`src/logic/ddr3_pkg.sv`:
```
package ddr3_pkg;

    // ************************************************************
    // widths with a meaning
    // ************************************************************

    // index of one 128-bit burst
    typedef logic [22:0]  burst_addr_t;
    // bursts in a fill or a read job
    typedef logic [23:0]  burst_cnt_t;
    // controller address, 16-bit word granularity
    typedef logic [26:0]  app_addr_t;
    typedef logic [2:0]   app_cmd_t;
    typedef logic [127:0] mem_data_t;
    typedef logic [3:0]   wr_tag_t;

    // app_cmd encodings of the memory controller
    localparam app_cmd_t CMD_WRITE = 3'd0;
    localparam app_cmd_t CMD_READ  = 3'd1;

    // first word of a new fill, any other tag is plain data
    localparam wr_tag_t TAG_FILL_START = 4'd1;

    // ************************************************************
    // bundles
    // ************************************************************

    // tag sits in bits 131:128
    typedef struct packed {
        wr_tag_t   tag;
        mem_data_t data;
    } wr_word_t;

    typedef struct packed {
        burst_addr_t start_addr;
        burst_cnt_t  burst_cnt;
    } fill_header_t;

    typedef struct packed {
        app_addr_t addr;
        app_cmd_t  cmd;
    } mem_cmd_t;

    // ************************************************************
    // controller states
    // ************************************************************

    typedef enum logic [2:0] {
        WR_IDLE,
        WR_CMD,
        WR_DATA,
        WR_CLOSE,
        WR_DONE
    } wr_state_t;

    typedef enum logic [1:0] {
        RD_IDLE,
        RD_RUN,
        RD_DONE
    } rd_state_t;

    // 8 words of 16 bits per burst
    function automatic app_addr_t burst_to_app(burst_addr_t burst);
        return {1'b0, burst, 3'b000};
    endfunction

endpackage

```
`src/logic/ddr3_cmd_arbiter.sv`:
```
`timescale 1ns/1ps

module ddr3_cmd_arbiter (
    input  logic               ddr3_domain_clk,
    input  logic               arst_n,
    // high selects the write controller
    input  logic               acq_enabled,
    // write controller request
    input  logic               wr_req,
    input  ddr3_pkg::mem_cmd_t wr_cmd,
    output logic               wr_accept,
    // read controller request
    input  logic               rd_req,
    input  ddr3_pkg::mem_cmd_t rd_cmd,
    output logic               rd_accept,
    // memory command port
    output ddr3_pkg::mem_cmd_t app_cmd,
    output logic               app_en,
    input  logic               app_rdy
);
    import ddr3_pkg::*;

    mem_cmd_t cmd_q;
    logic     cmd_valid;
    logic     slot_free;
    logic     sel_req;
    logic     load;

    // register empty, or its command leaves this cycle
    assign slot_free = !cmd_valid || app_rdy;
    assign sel_req   = acq_enabled ? wr_req : rd_req;
    assign load      = slot_free && sel_req;

    // accept goes only to the selected source
    assign wr_accept = load && acq_enabled;
    assign rd_accept = load && !acq_enabled;

    // held stable until app_rdy takes it
    assign app_en  = cmd_valid;
    assign app_cmd = cmd_q;

    always_ff @(posedge ddr3_domain_clk or negedge arst_n) begin
        if (!arst_n) begin
            cmd_valid <= 1'b0;
        end else if (load) begin
            cmd_valid <= 1'b1;
        end else if (app_rdy) begin
            cmd_valid <= 1'b0;
        end
    end

    // command payload
    always_ff @(posedge ddr3_domain_clk) begin
        if (load) begin
            cmd_q <= acq_enabled ? wr_cmd : rd_cmd;
        end
    end

endmodule

```
`src/logic/ddr3_intf.sv`:
```
`timescale 1ns/1ps

module ddr3_intf #(
    parameter int HDR_DEPTH          = 16,
    parameter int RD_MAX_OUTSTANDING = 8
) (
    input  logic                   ddr3_domain_clk,
    input  logic                   arst_n,
    // write fifo from the acquisition path
    input  ddr3_pkg::wr_word_t     wr_fifo_dat,
    input  logic                   wr_fifo_empty,
    output logic                   wr_fifo_rd_en,
    // memory command port
    output ddr3_pkg::mem_cmd_t     app_cmd,
    output logic                   app_en,
    input  logic                   app_rdy,
    // memory write-data port
    output ddr3_pkg::mem_data_t    app_wdf_data,
    output logic                   app_wdf_wren,
    output logic                   app_wdf_end,
    input  logic                   app_wdf_rdy,
    // memory read-data port
    input  ddr3_pkg::mem_data_t    app_rd_data,
    input  logic                   app_rd_data_valid,
    // read fifo
    output logic                   rd_fifo_wr_en,
    output ddr3_pkg::mem_data_t    rd_fifo_dat,
    output logic                   rd_fifo_tlast,
    input  logic                   rd_fifo_almost_full,
    // header fifo read port
    output ddr3_pkg::fill_header_t fill_header_fifo_out,
    output logic                   fill_header_fifo_empty,
    input  logic                   fill_header_fifo_rd_en,
    // control and status
    input  logic                   acq_enabled,
    input  logic                   acq_done,
    input  logic                   enable_reading,
    input  ddr3_pkg::burst_addr_t  rd_start_addr,
    input  ddr3_pkg::burst_cnt_t   rd_burst_cnt,
    output logic                   wr_done,
    output logic                   reading_done
);
    import ddr3_pkg::*;

    logic         wr_req;
    mem_cmd_t     wr_cmd;
    logic         wr_accept;
    logic         rd_req;
    mem_cmd_t     rd_cmd;
    logic         rd_accept;
    fill_header_t hdr_dat;
    logic         hdr_push;
    logic         hdr_full;

    // write data straight from the fifo head
    assign app_wdf_data = wr_fifo_dat.data;

    // ************************************************************
    // command port owner
    // ************************************************************

    ddr3_cmd_arbiter u_cmd_arbiter (
        .ddr3_domain_clk (ddr3_domain_clk),
        .arst_n          (arst_n),
        .acq_enabled     (acq_enabled),
        .wr_req          (wr_req),
        .wr_cmd          (wr_cmd),
        .wr_accept       (wr_accept),
        .rd_req          (rd_req),
        .rd_cmd          (rd_cmd),
        .rd_accept       (rd_accept),
        .app_cmd         (app_cmd),
        .app_en          (app_en),
        .app_rdy         (app_rdy)
    );

    // ************************************************************
    // write side and its headers
    // ************************************************************

    ddr3_wr_control u_wr_control (
        .ddr3_domain_clk (ddr3_domain_clk),
        .arst_n          (arst_n),
        .acq_enabled     (acq_enabled),
        .acq_done        (acq_done),
        .wr_fifo_dat     (wr_fifo_dat),
        .wr_fifo_empty   (wr_fifo_empty),
        .wr_fifo_rd_en   (wr_fifo_rd_en),
        .wr_req          (wr_req),
        .wr_cmd          (wr_cmd),
        .wr_accept       (wr_accept),
        .app_wdf_wren    (app_wdf_wren),
        .app_wdf_end     (app_wdf_end),
        .app_wdf_rdy     (app_wdf_rdy),
        .hdr_dat         (hdr_dat),
        .hdr_push        (hdr_push),
        .hdr_full        (hdr_full),
        .wr_done         (wr_done)
    );

    fill_header_fifo #(
        .HDR_DEPTH (HDR_DEPTH)
    ) u_fill_header_fifo (
        .ddr3_domain_clk (ddr3_domain_clk),
        .arst_n          (arst_n),
        .din             (hdr_dat),
        .wr_en           (hdr_push),
        .full            (hdr_full),
        .rd_en           (fill_header_fifo_rd_en),
        .dout            (fill_header_fifo_out),
        .empty           (fill_header_fifo_empty)
    );

    // ************************************************************
    // read side
    // ************************************************************

    ddr3_rd_control #(
        .RD_MAX_OUTSTANDING (RD_MAX_OUTSTANDING)
    ) u_rd_control (
        .ddr3_domain_clk     (ddr3_domain_clk),
        .arst_n              (arst_n),
        .enable_reading      (enable_reading),
        .rd_start_addr       (rd_start_addr),
        .rd_burst_cnt        (rd_burst_cnt),
        .reading_done        (reading_done),
        .rd_req              (rd_req),
        .rd_cmd              (rd_cmd),
        .rd_accept           (rd_accept),
        .app_rd_data         (app_rd_data),
        .app_rd_data_valid   (app_rd_data_valid),
        .rd_fifo_wr_en       (rd_fifo_wr_en),
        .rd_fifo_dat         (rd_fifo_dat),
        .rd_fifo_tlast       (rd_fifo_tlast),
        .rd_fifo_almost_full (rd_fifo_almost_full)
    );

endmodule

```
`src/logic/ddr3_rd_control.sv`:
```
`timescale 1ns/1ps

module ddr3_rd_control #(
    parameter int RD_MAX_OUTSTANDING = 8
) (
    input  logic                  ddr3_domain_clk,
    input  logic                  arst_n,
    // job control
    input  logic                  enable_reading,
    input  ddr3_pkg::burst_addr_t rd_start_addr,
    input  ddr3_pkg::burst_cnt_t  rd_burst_cnt,
    output logic                  reading_done,
    // request to the command arbiter
    output logic                  rd_req,
    output ddr3_pkg::mem_cmd_t    rd_cmd,
    input  logic                  rd_accept,
    // memory read-data port, in command order
    input  ddr3_pkg::mem_data_t   app_rd_data,
    input  logic                  app_rd_data_valid,
    // downstream read fifo
    output logic                  rd_fifo_wr_en,
    output ddr3_pkg::mem_data_t   rd_fifo_dat,
    output logic                  rd_fifo_tlast,
    input  logic                  rd_fifo_almost_full
);
    import ddr3_pkg::*;

    localparam int INFL_W = $clog2(RD_MAX_OUTSTANDING + 1);

    rd_state_t          state;
    logic               en_q;
    logic               job_start;
    burst_addr_t        rd_addr;
    // commands still to issue
    burst_cnt_t         cmd_left;
    // beats still to receive
    burst_cnt_t         beats_left;
    // accepted commands without data yet
    logic [INFL_W-1:0]  in_flight;

    // rising edge of enable_reading starts a job
    assign job_start = enable_reading && !en_q;

    assign rd_req = (state == RD_RUN) && (cmd_left != '0) &&
                    (in_flight < INFL_W'(RD_MAX_OUTSTANDING)) && !rd_fifo_almost_full;
    assign rd_cmd = '{addr: burst_to_app(rd_addr), cmd: CMD_READ};

    assign reading_done = (state == RD_DONE);

    // ************************************************************
    // job tracking
    // ************************************************************

    always_ff @(posedge ddr3_domain_clk or negedge arst_n) begin
        if (!arst_n) begin
            state      <= RD_IDLE;
            en_q       <= 1'b0;
            rd_addr    <= '0;
            cmd_left   <= '0;
            beats_left <= '0;
        end else begin
            en_q <= enable_reading;
            case (state)
                RD_IDLE, RD_DONE: begin
                    if (job_start) begin
                        rd_addr    <= rd_start_addr;
                        cmd_left   <= rd_burst_cnt;
                        beats_left <= rd_burst_cnt;
                        // empty job finishes at once
                        state      <= (rd_burst_cnt == '0) ? RD_DONE : RD_RUN;
                    end
                end
                RD_RUN: begin
                    // address generator steps per accepted command
                    if (rd_accept) begin
                        rd_addr  <= rd_addr + 1'b1;
                        cmd_left <= cmd_left - 1'b1;
                    end
                    if (app_rd_data_valid) begin
                        beats_left <= beats_left - 1'b1;
                    end
                    // done one cycle after the tlast beat
                    if (rd_fifo_wr_en && rd_fifo_tlast) begin
                        state <= RD_DONE;
                    end
                end
                default: state <= RD_IDLE;
            endcase
        end
    end

    // in-flight count, up on accept and down on each beat
    always_ff @(posedge ddr3_domain_clk or negedge arst_n) begin
        if (!arst_n) begin
            in_flight <= '0;
        end else begin
            case ({rd_accept, app_rd_data_valid})
                2'b10:   in_flight <= in_flight + 1'b1;
                2'b01:   in_flight <= in_flight - 1'b1;
                default: in_flight <= in_flight;
            endcase
        end
    end

    // ************************************************************
    // returned data, one cycle later
    // ************************************************************

    always_ff @(posedge ddr3_domain_clk or negedge arst_n) begin
        if (!arst_n) begin
            rd_fifo_wr_en <= 1'b0;
            rd_fifo_tlast <= 1'b0;
        end else begin
            rd_fifo_wr_en <= app_rd_data_valid;
            rd_fifo_tlast <= app_rd_data_valid && (beats_left == burst_cnt_t'(1));
        end
    end

    always_ff @(posedge ddr3_domain_clk) begin
        if (app_rd_data_valid) begin
            rd_fifo_dat <= app_rd_data;
        end
    end

endmodule

```
`src/logic/ddr3_wr_control.sv`:
```
`timescale 1ns/1ps

module ddr3_wr_control (
    input  logic                   ddr3_domain_clk,
    input  logic                   arst_n,
    // acquisition mode and its end
    input  logic                   acq_enabled,
    input  logic                   acq_done,
    // upstream write fifo, head valid while not empty
    input  ddr3_pkg::wr_word_t     wr_fifo_dat,
    input  logic                   wr_fifo_empty,
    output logic                   wr_fifo_rd_en,
    // request to the command arbiter
    output logic                   wr_req,
    output ddr3_pkg::mem_cmd_t     wr_cmd,
    input  logic                   wr_accept,
    // memory write-data port
    output logic                   app_wdf_wren,
    output logic                   app_wdf_end,
    input  logic                   app_wdf_rdy,
    // header fifo push side
    output ddr3_pkg::fill_header_t hdr_dat,
    output logic                   hdr_push,
    input  logic                   hdr_full,
    output logic                   wr_done
);
    import ddr3_pkg::*;

    wr_state_t   state;
    // next burst to write
    burst_addr_t wr_addr;
    // first burst of the open fill
    burst_addr_t fill_start;
    // bursts written into the open fill
    burst_cnt_t  fill_cnt;
    logic        head_starts_fill;
    logic        fill_open;

    assign head_starts_fill = !wr_fifo_empty && (wr_fifo_dat.tag == TAG_FILL_START);
    assign fill_open        = (fill_cnt != '0);

    // ************************************************************
    // outputs decoded from state
    // ************************************************************

    assign wr_req = (state == WR_CMD);
    assign wr_cmd = '{addr: burst_to_app(wr_addr), cmd: CMD_WRITE};

    // one beat per burst, so end follows wren
    assign app_wdf_wren = (state == WR_DATA);
    assign app_wdf_end  = (state == WR_DATA);
    // pop together with the data transfer
    assign wr_fifo_rd_en = (state == WR_DATA) && app_wdf_rdy;

    assign hdr_dat  = '{start_addr: fill_start, burst_cnt: fill_cnt};
    // full fifo holds the close and every later pop
    assign hdr_push = (state == WR_CLOSE) && !hdr_full;
    assign wr_done  = (state == WR_DONE);

    // ************************************************************
    // one word at a time
    // ************************************************************

    always_ff @(posedge ddr3_domain_clk or negedge arst_n) begin
        if (!arst_n) begin
            state      <= WR_IDLE;
            wr_addr    <= '0;
            fill_start <= '0;
            fill_cnt   <= '0;
        end else begin
            case (state)
                WR_IDLE: begin
                    if (!acq_enabled) begin
                        // next acquisition starts at burst 0
                        wr_addr    <= '0;
                        fill_start <= '0;
                        fill_cnt   <= '0;
                    end else if (head_starts_fill && fill_open) begin
                        // new fill tag closes the current one first
                        state <= WR_CLOSE;
                    end else if (!wr_fifo_empty) begin
                        state <= WR_CMD;
                    end else if (acq_done) begin
                        state <= fill_open ? WR_CLOSE : WR_DONE;
                    end
                end
                WR_CMD: begin
                    if (wr_accept) begin
                        state <= WR_DATA;
                    end
                end
                WR_DATA: begin
                    if (app_wdf_rdy) begin
                        wr_addr  <= wr_addr + 1'b1;
                        fill_cnt <= fill_cnt + 1'b1;
                        state    <= WR_IDLE;
                    end
                end
                WR_CLOSE: begin
                    if (!hdr_full) begin
                        // next fill opens where this one ended
                        fill_start <= wr_addr;
                        fill_cnt   <= '0;
                        state      <= (acq_done && wr_fifo_empty) ? WR_DONE : WR_IDLE;
                    end
                end
                WR_DONE: begin
                    // held until acquisition mode drops
                    if (!acq_enabled) begin
                        state <= WR_IDLE;
                    end
                end
                default: state <= WR_IDLE;
            endcase
        end
    end

endmodule

```
`src/logic/fill_header_fifo.sv`:
```
`timescale 1ns/1ps

module fill_header_fifo #(
    parameter int HDR_DEPTH = 16
) (
    input  logic                   ddr3_domain_clk,
    input  logic                   arst_n,
    // push side
    input  ddr3_pkg::fill_header_t din,
    input  logic                   wr_en,
    output logic                   full,
    // show-ahead pop side
    input  logic                   rd_en,
    output ddr3_pkg::fill_header_t dout,
    output logic                   empty
);
    import ddr3_pkg::*;

    localparam int PTR_W = $clog2(HDR_DEPTH);
    localparam int CNT_W = $clog2(HDR_DEPTH + 1);

    fill_header_t       mem [HDR_DEPTH];
    logic [PTR_W-1:0]   wr_ptr;
    logic [PTR_W-1:0]   rd_ptr;
    logic [CNT_W-1:0]   count;
    logic               do_wr;
    logic               do_rd;

    // ignore push when full and pop when empty
    assign do_wr = wr_en && !full;
    assign do_rd = rd_en && !empty;

    assign full  = (count == CNT_W'(HDR_DEPTH));
    assign empty = (count == '0);
    // oldest entry visible while not empty
    assign dout  = mem[rd_ptr];

    always_ff @(posedge ddr3_domain_clk or negedge arst_n) begin
        if (!arst_n) begin
            wr_ptr <= '0;
            rd_ptr <= '0;
            count  <= '0;
        end else begin
            if (do_wr) begin
                wr_ptr <= (wr_ptr == PTR_W'(HDR_DEPTH - 1)) ? '0 : wr_ptr + 1'b1;
            end
            if (do_rd) begin
                rd_ptr <= (rd_ptr == PTR_W'(HDR_DEPTH - 1)) ? '0 : rd_ptr + 1'b1;
            end
            // push and pop together leave count unchanged
            if (do_wr && !do_rd) begin
                count <= count + 1'b1;
            end else if (do_rd && !do_wr) begin
                count <= count - 1'b1;
            end
        end
    end

    // storage
    always_ff @(posedge ddr3_domain_clk) begin
        if (do_wr) begin
            mem[wr_ptr] <= din;
        end
    end

endmodule

```
`config.mk`:
```
export PLATFORM = sky130hd
export DESIGN_NAME = ddr3_intf
export DESIGN_NICKNAME = d
export VERILOG_FILES = /design/src/logic/ddr3_pkg.sv /design/src/logic/ddr3_cmd_arbiter.sv /design/src/logic/ddr3_intf.sv /design/src/logic/ddr3_rd_control.sv /design/src/logic/ddr3_wr_control.sv /design/src/logic/fill_header_fifo.sv
export SDC_FILE = /design/constraint.sdc
export NUM_CORES = 1
export LEC_CHECK = 0
export BUFFER_PORTS_ARGS = -buffer_cell sky130_fd_sc_hd__buf_2
export CAP_MARGIN = 15
export CORE_MARGIN = 2
export CORE_UTILIZATION = 42
export DETAILED_ROUTE_END_ITERATION = 12
export PLACE_DENSITY = 0.6
export RECOVER_POWER = 50
export SLEW_MARGIN = 5
export SYNTH_ARGS = -nofsm -noshare
export SYNTH_HDL_FRONTEND = slang
export SYNTH_SLANG_ARGS = --single-unit
```
`constraint.sdc`:
```
create_clock -name ddr3_domain_clk -period 9.1 [get_ports ddr3_domain_clk]
set_clock_uncertainty 0.1 [all_clocks]
set_input_delay 1.82 -clock ddr3_domain_clk [delete_from_list [all_inputs] [get_ports ddr3_domain_clk]]
set_output_delay 1.82 -clock ddr3_domain_clk [all_outputs]
set_load 0.05 [all_outputs]
```
; ---- After elaboration in Yosys (flattened, before gate mapping)
; Memory sizes are Yosys's and may differ from the RTL's.
; Index checks and enable logic that the tools add are counted.
[totals]
out_inout_bits = 342
memories = 1
elab_cells = 148
ram_bits = 752
inputBits = 318
regBits = 325
[memory_table]
columns = name, depth, word_bits, read_ports, rd_clocked_by_memory_dff, wr, line
row1 = u_fill_header_fifo.mem, 16, 47, 1, 0, 1, fill_header_fifo.sv:22  ; fill_header_t mem [HDR_DEPTH];
[op_classes]
order_cmp = 1
muxes = 43
eq_ne = 24
reduce_logical = 49
n_addsub = 11
[op_table]
columns = cell, n
row1 = 24-bit 2-to-1 mux, 6
row2 = 23-bit case mux with 2 select lines, 3
row3 = 23-bit 2-to-1 mux, 5
row4 = 24-bit case mux with 2 select lines, 2
row5 = 24-bit case mux with 3 select lines, 1
row6 = 24-bit nonzero test, 2
row7 = "24-bit by 1-bit subtractor with 24-bit output, second input constant", 2
row8 = "23-bit by 1-bit adder with 23-bit output, second input constant", 2
row9 = 3-bit 2-to-1 mux, 10
row10 = 29-bit 2-to-1 mux, 1
row11 = "24-bit by 1-bit adder with 24-bit output, second input constant", 1
row12 = "24-bit by 1-bit == test with 1-bit output, second input constant", 1
row13 = 24-bit zero test, 1
row14 = 1-bit logical AND, 18
row15 = 3-bit case mux with 5 select lines, 1
row16 = "2-bit inequality test, second input constant", 7
row17 = "4-bit by 1-bit adder with 4-bit output, second input constant", 3
row18 = 3-bit AND reduction, 4
row19 = 2-bit nonzero test, 6
row20 = 5-bit 2-to-1 mux, 2
row21 = 1-bit zero test, 9
row22 = "4-bit == test, second input constant", 2
row23 = 4-bit 2-to-1 mux, 2
row24 = 4-bit case mux with 2 select lines, 1
row25 = 25 further kinds, 36

; ---- Depth between registers and ports, before layout
; Gate-level depths: netlist of the first run.
[logic_depth]
ltp_word = 9
depth_mapped = 14
ltp_nobuf = 13

; ---- By module
; From an unflattened synthesis of the first run, not the netlist that was laid out.
[hier_totals]
cells_unflattened = 2722
area_unflattened_um2 = 44949.4
[by_module_without_submodules]
columns = module, area_each_um2, cells_each, n_inst
row1 = fill_header_fifo, 29726.0, 1403, 1
row2 = ddr3_rd_control, 9066.2, 746, 1
row3 = ddr3_wr_control, 3714.8, 373, 1
row4 = ddr3_cmd_arbiter, 1481.4, 72, 1
row5 = ddr3_intf, 960.9, 128, 1

; ---- Worst setup path before layout of the first run
; Ideal clock, no wire load.
[synth_timing]
path_kind = reg-to-reg
startpoint = register u_wr_control.state[0]
endpoint = memory u_fill_header_fifo.mem[3][0] (netlist name) (enable)
required_time_ps = 8491
synth_period_minus_slack_ps = 5071
arrival_time_ps = 4462
setup_ps = 509
path_slack_ps = 4029
n_path_buf = 2
stages_incl_launch_ff = 7
cell_sequence = dfrtp_1 -> clkbuf_1 -> nand2_1 -> a21oi_1 -> clkbuf_1 -> nand2_1 -> nor3_1
[synth_via]
elab_chain_cells = 5
[synth_rtl]
columns = item, line
row1 = start: declaration, ddr3_wr_control.sv:29  ; wr_state_t state;
row2 = start signal: assignment, ddr3_wr_control.sv:84  ; state <= fill_open ? WR_CLOSE : WR_DONE;
row3 = start signal: assignment, ddr3_wr_control.sv:104  ; state <= (acq_done && wr_fifo_empty) ? WR_DONE : WR_IDLE;
row4 = 3-bit by 2-bit == test with 1-bit output, ddr3_wr_control.sv:57  ; assign hdr_push = (state == WR_CLOSE) && !hdr_full;
row5 = 1-bit logical AND, ddr3_wr_control.sv:57
row6 = 1-bit logical AND, fill_header_fifo.sv:30  ; assign do_wr = wr_en && !full;
row7 = 1-bit 2-to-1 mux, fill_header_fifo.sv:61  ; if (do_wr) begin
row8 = 1-bit 2-to-1 mux (not written as such), fill_header_fifo.sv:62  ; mem[wr_ptr] <= din;
row9 = end: declaration, fill_header_fifo.sv:22
; No other way between the ends.

==> results by group, run 1 <==
Run status
  • Run status: finished, violations left
  • Failing checks: max-capacitance violations, max-slew violations

STA
  • Final Max Tran Viols: 293
  • Slew headroom: -140%
  • Part of the cycle the worst path needs: 65.3%
  • Final Hold Fails: 0
  • Hold Worst Slack: 0.390 ns
  • RSZ-0062 raised after global routing: no
  • Fmax: 168 MHz
  • Final setup fails: 0
  • Worst setup margin: 3.16 ns
  • Period minus WS final: 5.94 ns
  • Setup TNS: 0 ns
  • Worst Tran Pin Value: 3.59 ns

Floorplanning
  • Chip height: 326 um
  • Row cnt: 118
  • Starting Density: 42.2%
  • Full die area: 106,000 um^2
  • Die Span X: 326 um
  • Core Region: 103,000 um^2
  • Top-Level Pins: 660

Final layout
  • Design Area, Final: 49,800 um^2
  • Syn-to-layout area delta: 14.2%
  • Fin nets: 3,079
  • Post-route insts no fill: 4,217
  • Final Core Density: 48.2%
  • Fraction of layout cells with a size suffix above 1: 30.0%

GRT
  • Total gr overflow: 0
  • Number of antenna violations at the first check in global routing: 4
  • All-Layer GR Usage: 22.9%
  • Vias in the first global route: 24,300
  • First-pass GRT wire length: 176,000 um
  • Maximum number of pins on one net before global-route repair: 117

Clock tree
  • CTS tree: done
  • TritonCTS Sinks: 1,071
  • Hold Buf Count CTS: 0
  • Num CTS Buffers: 107
  • Post-cts sizing count: 0
  • Clk_lat worst skew: 0.68 ns
  • Root Driver: clkbuf_16
  • Clock transition at the registers of the reported paths: 0.06 ns
  • Max clock buf depth: 3
  • CTS H-Tree Depth: 3
  • Post-CTS Setup Repair Bufs: 0

Synthesis
  • Largest family of logic cells by synthesized area: multiplexers
  • Synth top cells by count: 904 x edfxtp_1, 235 x mux4_2, 167 x dfrtp_1
  • Mux cell area share after synthesis: 12.9%
  • Register area share after synthesis: 71.9%
  • Synth Area in Simple Gates: 5.27%
  • Post-synth top area share: 62.3%
  • Ys async rst share: 15.6%
  • Number of synthesis warnings: 0
  • Post-synth EDFFs: 904
  • Primary FF master, synth: edfxtp_1
  • Mapped Cells: 2,459
  • Synth unique cells: 79
  • Compound-cell area share of the yosys netlist: 5.01%
  • Top area cells in the synthesized netlist: edfxtp_1 62%, mux4_2 12%, dfrtp_1 9.6%, buf_4 2.3%, nand2_1 1.0%
  • Most numerous cell in the Yosys netlist: edfxtp_1
  • #FFs+latches synth: 1,071
  • Post-synthesis xor/xnor area fraction: 0.603%
  • Adder-cell share of the synthesized area: 0.591%
  • Post-Syn Area: 43,600 um^2
  • Syn_area_per_cell: 17.7 um^2
  • Synth area leader: edfxtp_1

Critical path
  • CP endpoint kind: output pin
  • CP startpoint: u_fill_header_fifo.rd_ptr[1]
  • Worst setup path end: fill_header_fifo_out[42]
  • Top delay family on crit path: buffers and inverters
  • Worst setup SP type: register
  • Slowest stage delay, CP: 1.09 ns
  • WP data required: 7.18 ns
  • CP arrival: 4.02 ns
  • Reg2Reg Depth: 7
  • Critical path peak fanout: 68
  • Most used cell, CP: mux4_2
  • CP bufs+invs: 2
  • Crit path cell chain: buf_4, mux4_2, mux4_2, buf_2
  • Flop-to-flop setup slack: 3.34 ns
  • Reg-to-reg startpoint: u_wr_control.state[1]
  • Critical Path Slowest Stage Cell: dfrtp_4
  • Critical path type: reg2out
  • Reg2reg end: u_fill_header_fifo.mem[0][27]
  • Critical path depth: 4

Power and ir drop
  • Power per standard cell area: 288 nW/um^2
  • Leak: 17.0 nW
  • Peak VDD IR: 0.257 mV
  • Tot Pwr: 14.3 mW

Drt
  • # DRC: 0
  • WL final: 123,000 um
  • Number of DRC markers in iteration 0: 2,713
  • Avg WL per Cell: 29.2 um
  • Via count: 24,300
  • Via density per instance: 5.77
  • Antenna Nets Post-Route: 0
  • Initial DRT Pass Iterations: 7

Placement
  • GPL Wtd Cong: 0.896
  • Detailed Place HPWL: 78,500 um
  • Place WS: 3.76 ns
  • IO Port Bufs: 397
  • Post-Place Cells: 4,010
  • Placed Area: 46,200 um^2

Flow run
  • Max_cap viols: 6

Hold path
  • Hold Path Class: reg2reg
-- layout make-up --
type,count,area (um^2)
clock buffer,140,2900
clock inverter,64,669
timing repair buffer,436,2280
fill,8599,53400
inverter,18,68.8
antenna,1,2.50
tap,1380,1730
sequential,1071,31300
multi-input combinational,1107,10800
-- registers in the layout, summed over array words and instances (netlist names) --
| signal | cells |
|---|---|
| u_fill_header_fifo.count | 5 |
| u_rd_control.rd_addr | 23 |
| u_rd_control.rd_fifo_dat | 128 |
| u_wr_control.fill_start | 23 |
| u_wr_control.fill_cnt | 24 |
| u_wr_control.state | 3 |
| u_rd_control.cmd_left | 24 |
| u_fill_header_fifo.wr_ptr | 4 |
| u_rd_control.en_q | 1 |
| u_fill_header_fifo.mem | 752 |
| u_rd_control.state | 2 |
| u_wr_control.wr_addr | 23 |
| u_fill_header_fifo.rd_ptr | 4 |
| u_rd_control.in_flight | 4 |
| u_rd_control.rd_fifo_tlast | 1 |
| u_cmd_arbiter.app_cmd | 24 |
| u_cmd_arbiter.app_en | 1 |
| u_rd_control.beats_left | 24 |
| u_rd_control.rd_fifo_wr_en | 1 |
-- cell families (layout without fill, tap and decap cells) --
kind of cell	after synthesis	after routing
AO/OA/AOI/OAI	332	332
multiplexers	265	265
flip-flops	1071	1071
AND/OR/NAND/NOR	454	454
other	1	7
buffers and inverters	286	658
XOR/XNOR	30	30
adder cells (fa/ha/maj)	20	20
-- report_power, final --
group	total, mW	switching [mW]	leakage [nW]	internal, mW
Clock	4.46	1.85	1.74	2.61
Combinational	3.75	2.31	4.84	1.44
Sequential	6.13	0.509	10.5	5.62
-- placed cells by master (no fill, tap or decap), types with 43 or more instances in the layout --
master	count
dfrtp_1	163
nand3_1	43
o21ai_0	71
clkbuf_1	59
edfxtp_1	904
nor2_1	97
mux4_2	235
a21oi_1	82
clkbuf_16	110
nand2_1	119
buf_2	370
-- layer usage --
metal / wire length, um / track usage, % / share of wire (%) / up-vias
li1: - / - / - / 10300
met1: 48900 / 30.2 / 40 / 12700
met2: 56700 / 34.8 / 46 / 1167
met3: 14500 / 9.61 / 12 / 156
met4: 2600 / 5.58 / 2.1 / 10
met5: 575 / 3.68 / 0.47 / -
-- worst min path at each step --
stage	startpoint	endpoint	slack [ns]	cells past startpoint
after CTS	u_rd_control.beats_left[23]	u_rd_control.rd_fifo_tlast	0.39	1
final	u_rd_control.beats_left[23]	u_rd_control.rd_fifo_tlast	0.39	1
after detailed placement	u_rd_control.beats_left[23]	u_rd_control.rd_fifo_tlast	0.37	1
after global routing	u_rd_control.beats_left[23]	u_rd_control.rd_fifo_tlast	0.41	1
after global placement	u_rd_control.beats_left[23]	u_rd_control.rd_fifo_tlast	0.37	1
after floorplan	u_rd_control.beats_left[23]	u_rd_control.rd_fifo_tlast	0.32	1
-- worst reg2reg max path, delay by kind of cell (launching register included) --
kind	cells	cell delay, ns
compound gates	1	0.13
buf+inv	2	2.30
flops	1	0.54
simple gates	4	2.27
(Power assumes the default switching activity.)
==> inputs of run 2 (changes only) <==
--- a/config.mk
+++ b/config.mk
@@ -10,7 +10,7 @@
 export CORE_MARGIN = 2
 export CORE_UTILIZATION = 42
 export DETAILED_ROUTE_END_ITERATION = 12
-export PLACE_DENSITY = 0.6
+export PLACE_DENSITY = 0.62
 export RECOVER_POWER = 50
 export SLEW_MARGIN = 5
 export SYNTH_ARGS = -nofsm -noshare
==> constraint.sdc (replaced) <==
create_clock -name ddr3_domain_clk -period 4.85 [get_ports ddr3_domain_clk]
set_clock_uncertainty 0.1 [all_clocks]
set_input_delay 0.97 -clock ddr3_domain_clk [delete_from_list [all_inputs] [get_ports ddr3_domain_clk]]
set_output_delay 0.97 -clock ddr3_domain_clk [all_outputs]
set_load 0.05 [all_outputs]
==> run 2 against run 1 <==
  * Core utilization is 0.47 points higher
  * Power up 90%
  * Global-route usage fell by 1.6 points
  * Sequential share of layout area is 0.61 points lower
  * Critical path type unchanged
  * Wire length is 7.0% lower
  * The flow still finishes with violations (max-capacitance violations, max-slew violations)
  * Non-clock buffer count rose by 16
  * Hold slack lost 0.059 ns
  * Critical endpoint is now fill_header_fifo_out[38]
==> results by group, run 2 (synthesis gave the netlist of run 1 again) <==
Critical path
  • Slowest stage delay, CP: 0.97 ns
  • CP endpoint kind: output pin
  • Critical path type: reg2out
  • WP data required: 3.78 ns
  • Critical path peak fanout: 50
  • Worst setup SP type: register
  • Critical Path Slowest Stage Cell: dfrtp_4
  • Crit path cell chain: buf_4, mux4_2, mux4_2, buf_2
  • Most used cell, CP: mux4_2
  • CP arrival: 3.39 ns

Placement
  • Placed Area: 46,500 um^2
  • GPL Wtd Cong: 0.857
  • IO Port Bufs: 397
  • Place WS: 1.12 ns
  • Detailed Place HPWL: 71,800 um

Floorplanning
  • Starting Density: 42.2%
  • Row cnt: 118
  • Core Region: 103,000 um^2
  • Chip height: 326 um
  • Full die area: 106,000 um^2
  • Top-Level Pins: 660
  • Die Span X: 326 um

STA
  • Fmax: 224 MHz
  • Final Max Tran Viols: 106
  • Period minus WS final: 4.46 ns
  • Slew headroom: -138%
  • Part of the cycle the worst path needs: 92.0%
  • Worst setup margin: 0.390 ns
  • RSZ-0062 raised after global routing: no
  • Worst Tran Pin Value: 3.58 ns
  • Setup TNS: 0 ns
  • Hold Worst Slack: 0.330 ns
  • Final Hold Fails: 0
  • Final setup fails: 0

Final layout
  • Syn-to-layout area delta: 15.3%
  • Design Area, Final: 50,200 um^2
  • Reg with most FFs: u_fill_header_fifo.mem
  • Commonest non-fill, non-tap cell in the layout: edfxtp_1
  • Fin nets: 3,097
  • Top flop regs: u_fill_header_fifo.mem x752, u_rd_control.rd_fifo_dat x128
  • Max FFs per register: 752
  • Fraction of layout cells with a size suffix above 1: 31.6%
  • Commonest cells after routing, fill and taps aside: 904 x edfxtp_1, 382 x buf_2, 235 x mux4_2

Drt
  • Antenna Nets Post-Route: 0
  • Avg WL per Cell: 27.0 um
  • # DRC: 0
  • Via density per instance: 5.74
  • Via count: 24,300
  • Number of DRC markers in iteration 0: 2,675
  • WL final: 115,000 um
  • Initial DRT Pass Iterations: 7

Power and ir drop
  • Sw Ratio: 32.5%
  • Internal power: 18.4 mW
  • Leak: 17.3 nW
  • Clock network power share: 31.8%
  • Power per standard cell area: 541 nW/um^2
  • Logic pwr share: 26.2%
  • Peak VDD IR: 0.431 mV
  • P_sw: 8.84 mW
  • Tot Pwr: 27.2 mW
  • Reg power frac: 41.9%

Clock tree
  • Root Driver: clkbuf_16
  • Post-CTS Setup Repair Bufs: 0
  • Clock transition at the registers of the reported paths: 0.06 ns
  • CTS H-Tree Depth: 3
  • Clk_lat worst skew: 0.71 ns
  • Post-cts sizing count: 0
  • CTS tree: done
  • Num CTS Buffers: 109
  • Hold Buf Count CTS: 0
  • Max clock buf depth: 3
  • TritonCTS Sinks: 1,071

GRT
  • Vias in the first global route: 24,600
  • Total gr overflow: 0
  • Maximum number of pins on one net before global-route repair: 96
  • Number of antenna violations at the first check in global routing: 11
  • All-Layer GR Usage: 21.3%
  • First-pass GRT wire length: 167,000 um

Hold path
  • Hold Path Class: in2reg

Run status
  • Failing checks: max-capacitance violations, max-slew violations
  • Run status: finished, violations left

Flow run
  • Max_cap viols: 2
## run 2: cell count changes in the layout (fill, tap and decap cells not counted), moves of 4 or more
| cell | before | now |
|---|---|---|
| buf_2 | 370 | 382 |
| buf_4 | 30 | 38 |
| clkinv_2 | 18 | 30 |
| diode_2 | 1 | 5 |
| clkbuf_1 | 59 | 26 |
| buf_12 | 1 | 15 |
## run 2: per-layer routing
layer | GRT usage, % | share of wire (%) | up-vias
met1 | 28.7 | 41 | 12600
met4 | 5.12 | 1.9 | 26
met3 | 8.32 | 11 | 177
li1 | - | - | 10300
met5 | 3.95 | 0.59 | -
met2 | 32.2 | 46 | 1182
## run 2: critical path, delay by kind of cell (launching register included)
family | cells | cell delay [ns]
flip-flops | 1 | 0.97
multiplexers | 2 | 0.91
buffers and inverters | 2 | 0.74
## run 2: final timing paths
check	cells past startpoint	slack [ns]	to	start
min in group asynchronous	1	1.53	u_rd_control.beats_left[4]	arst_n
worst max-delay path	4	0.39	fill_header_fifo_out[38]	u_fill_header_fifo.rd_ptr[1]
worst min register to register	1	0.35	u_rd_control.rd_fifo_tlast	u_rd_control.beats_left[23]
max in group asynchronous	2	0.92	u_rd_control.cmd_left[2]	arst_n
worst min-delay path	1	0.33	u_rd_control.en_q	enable_reading
worst max register to register	11	1.01	u_rd_control.in_flight[2]	u_rd_control.state[0]
## run 2: area by class of cell
cell class	instances	area (um^2)
Clock buffer	127	2880
Tap cell	1380	1730
Sequential cell	1071	31300
Multi-Input combinational cell	1107	10800
Clock inverter	80	860
Antenna cell	5	12.5
Inverter	18	68.8
Fill cell	8513	53000
Timing Repair Buffer	452	2570
## run 2: stage by stage
| stage | instances | util [%] |
|---|---|---|
| 2_1_floorplan | 2464 | - |
| 3_3_place_gp | 4027 | 45.1 |
| 3_5_place_dp | 4027 | 45.1 |
| 4_1_cts | 4234 | 48.7 |
| 5_1_grt | 4237 | 48.7 |
| 6_report | 4240 | 48.7 |
## run 2: power groups by stage
stage	Sequential, mW	Combinational, mW	Clock (mW)
2_1_floorplan	11.6	5.53	0
3_3_place_gp	11.6	7.14	0
3_5_place_dp	11.6	7.23	0
4_1_cts	11.4	7.25	8.84
5_1_grt	11.5	7.58	9.18
6_report	11.4	7.13	8.66
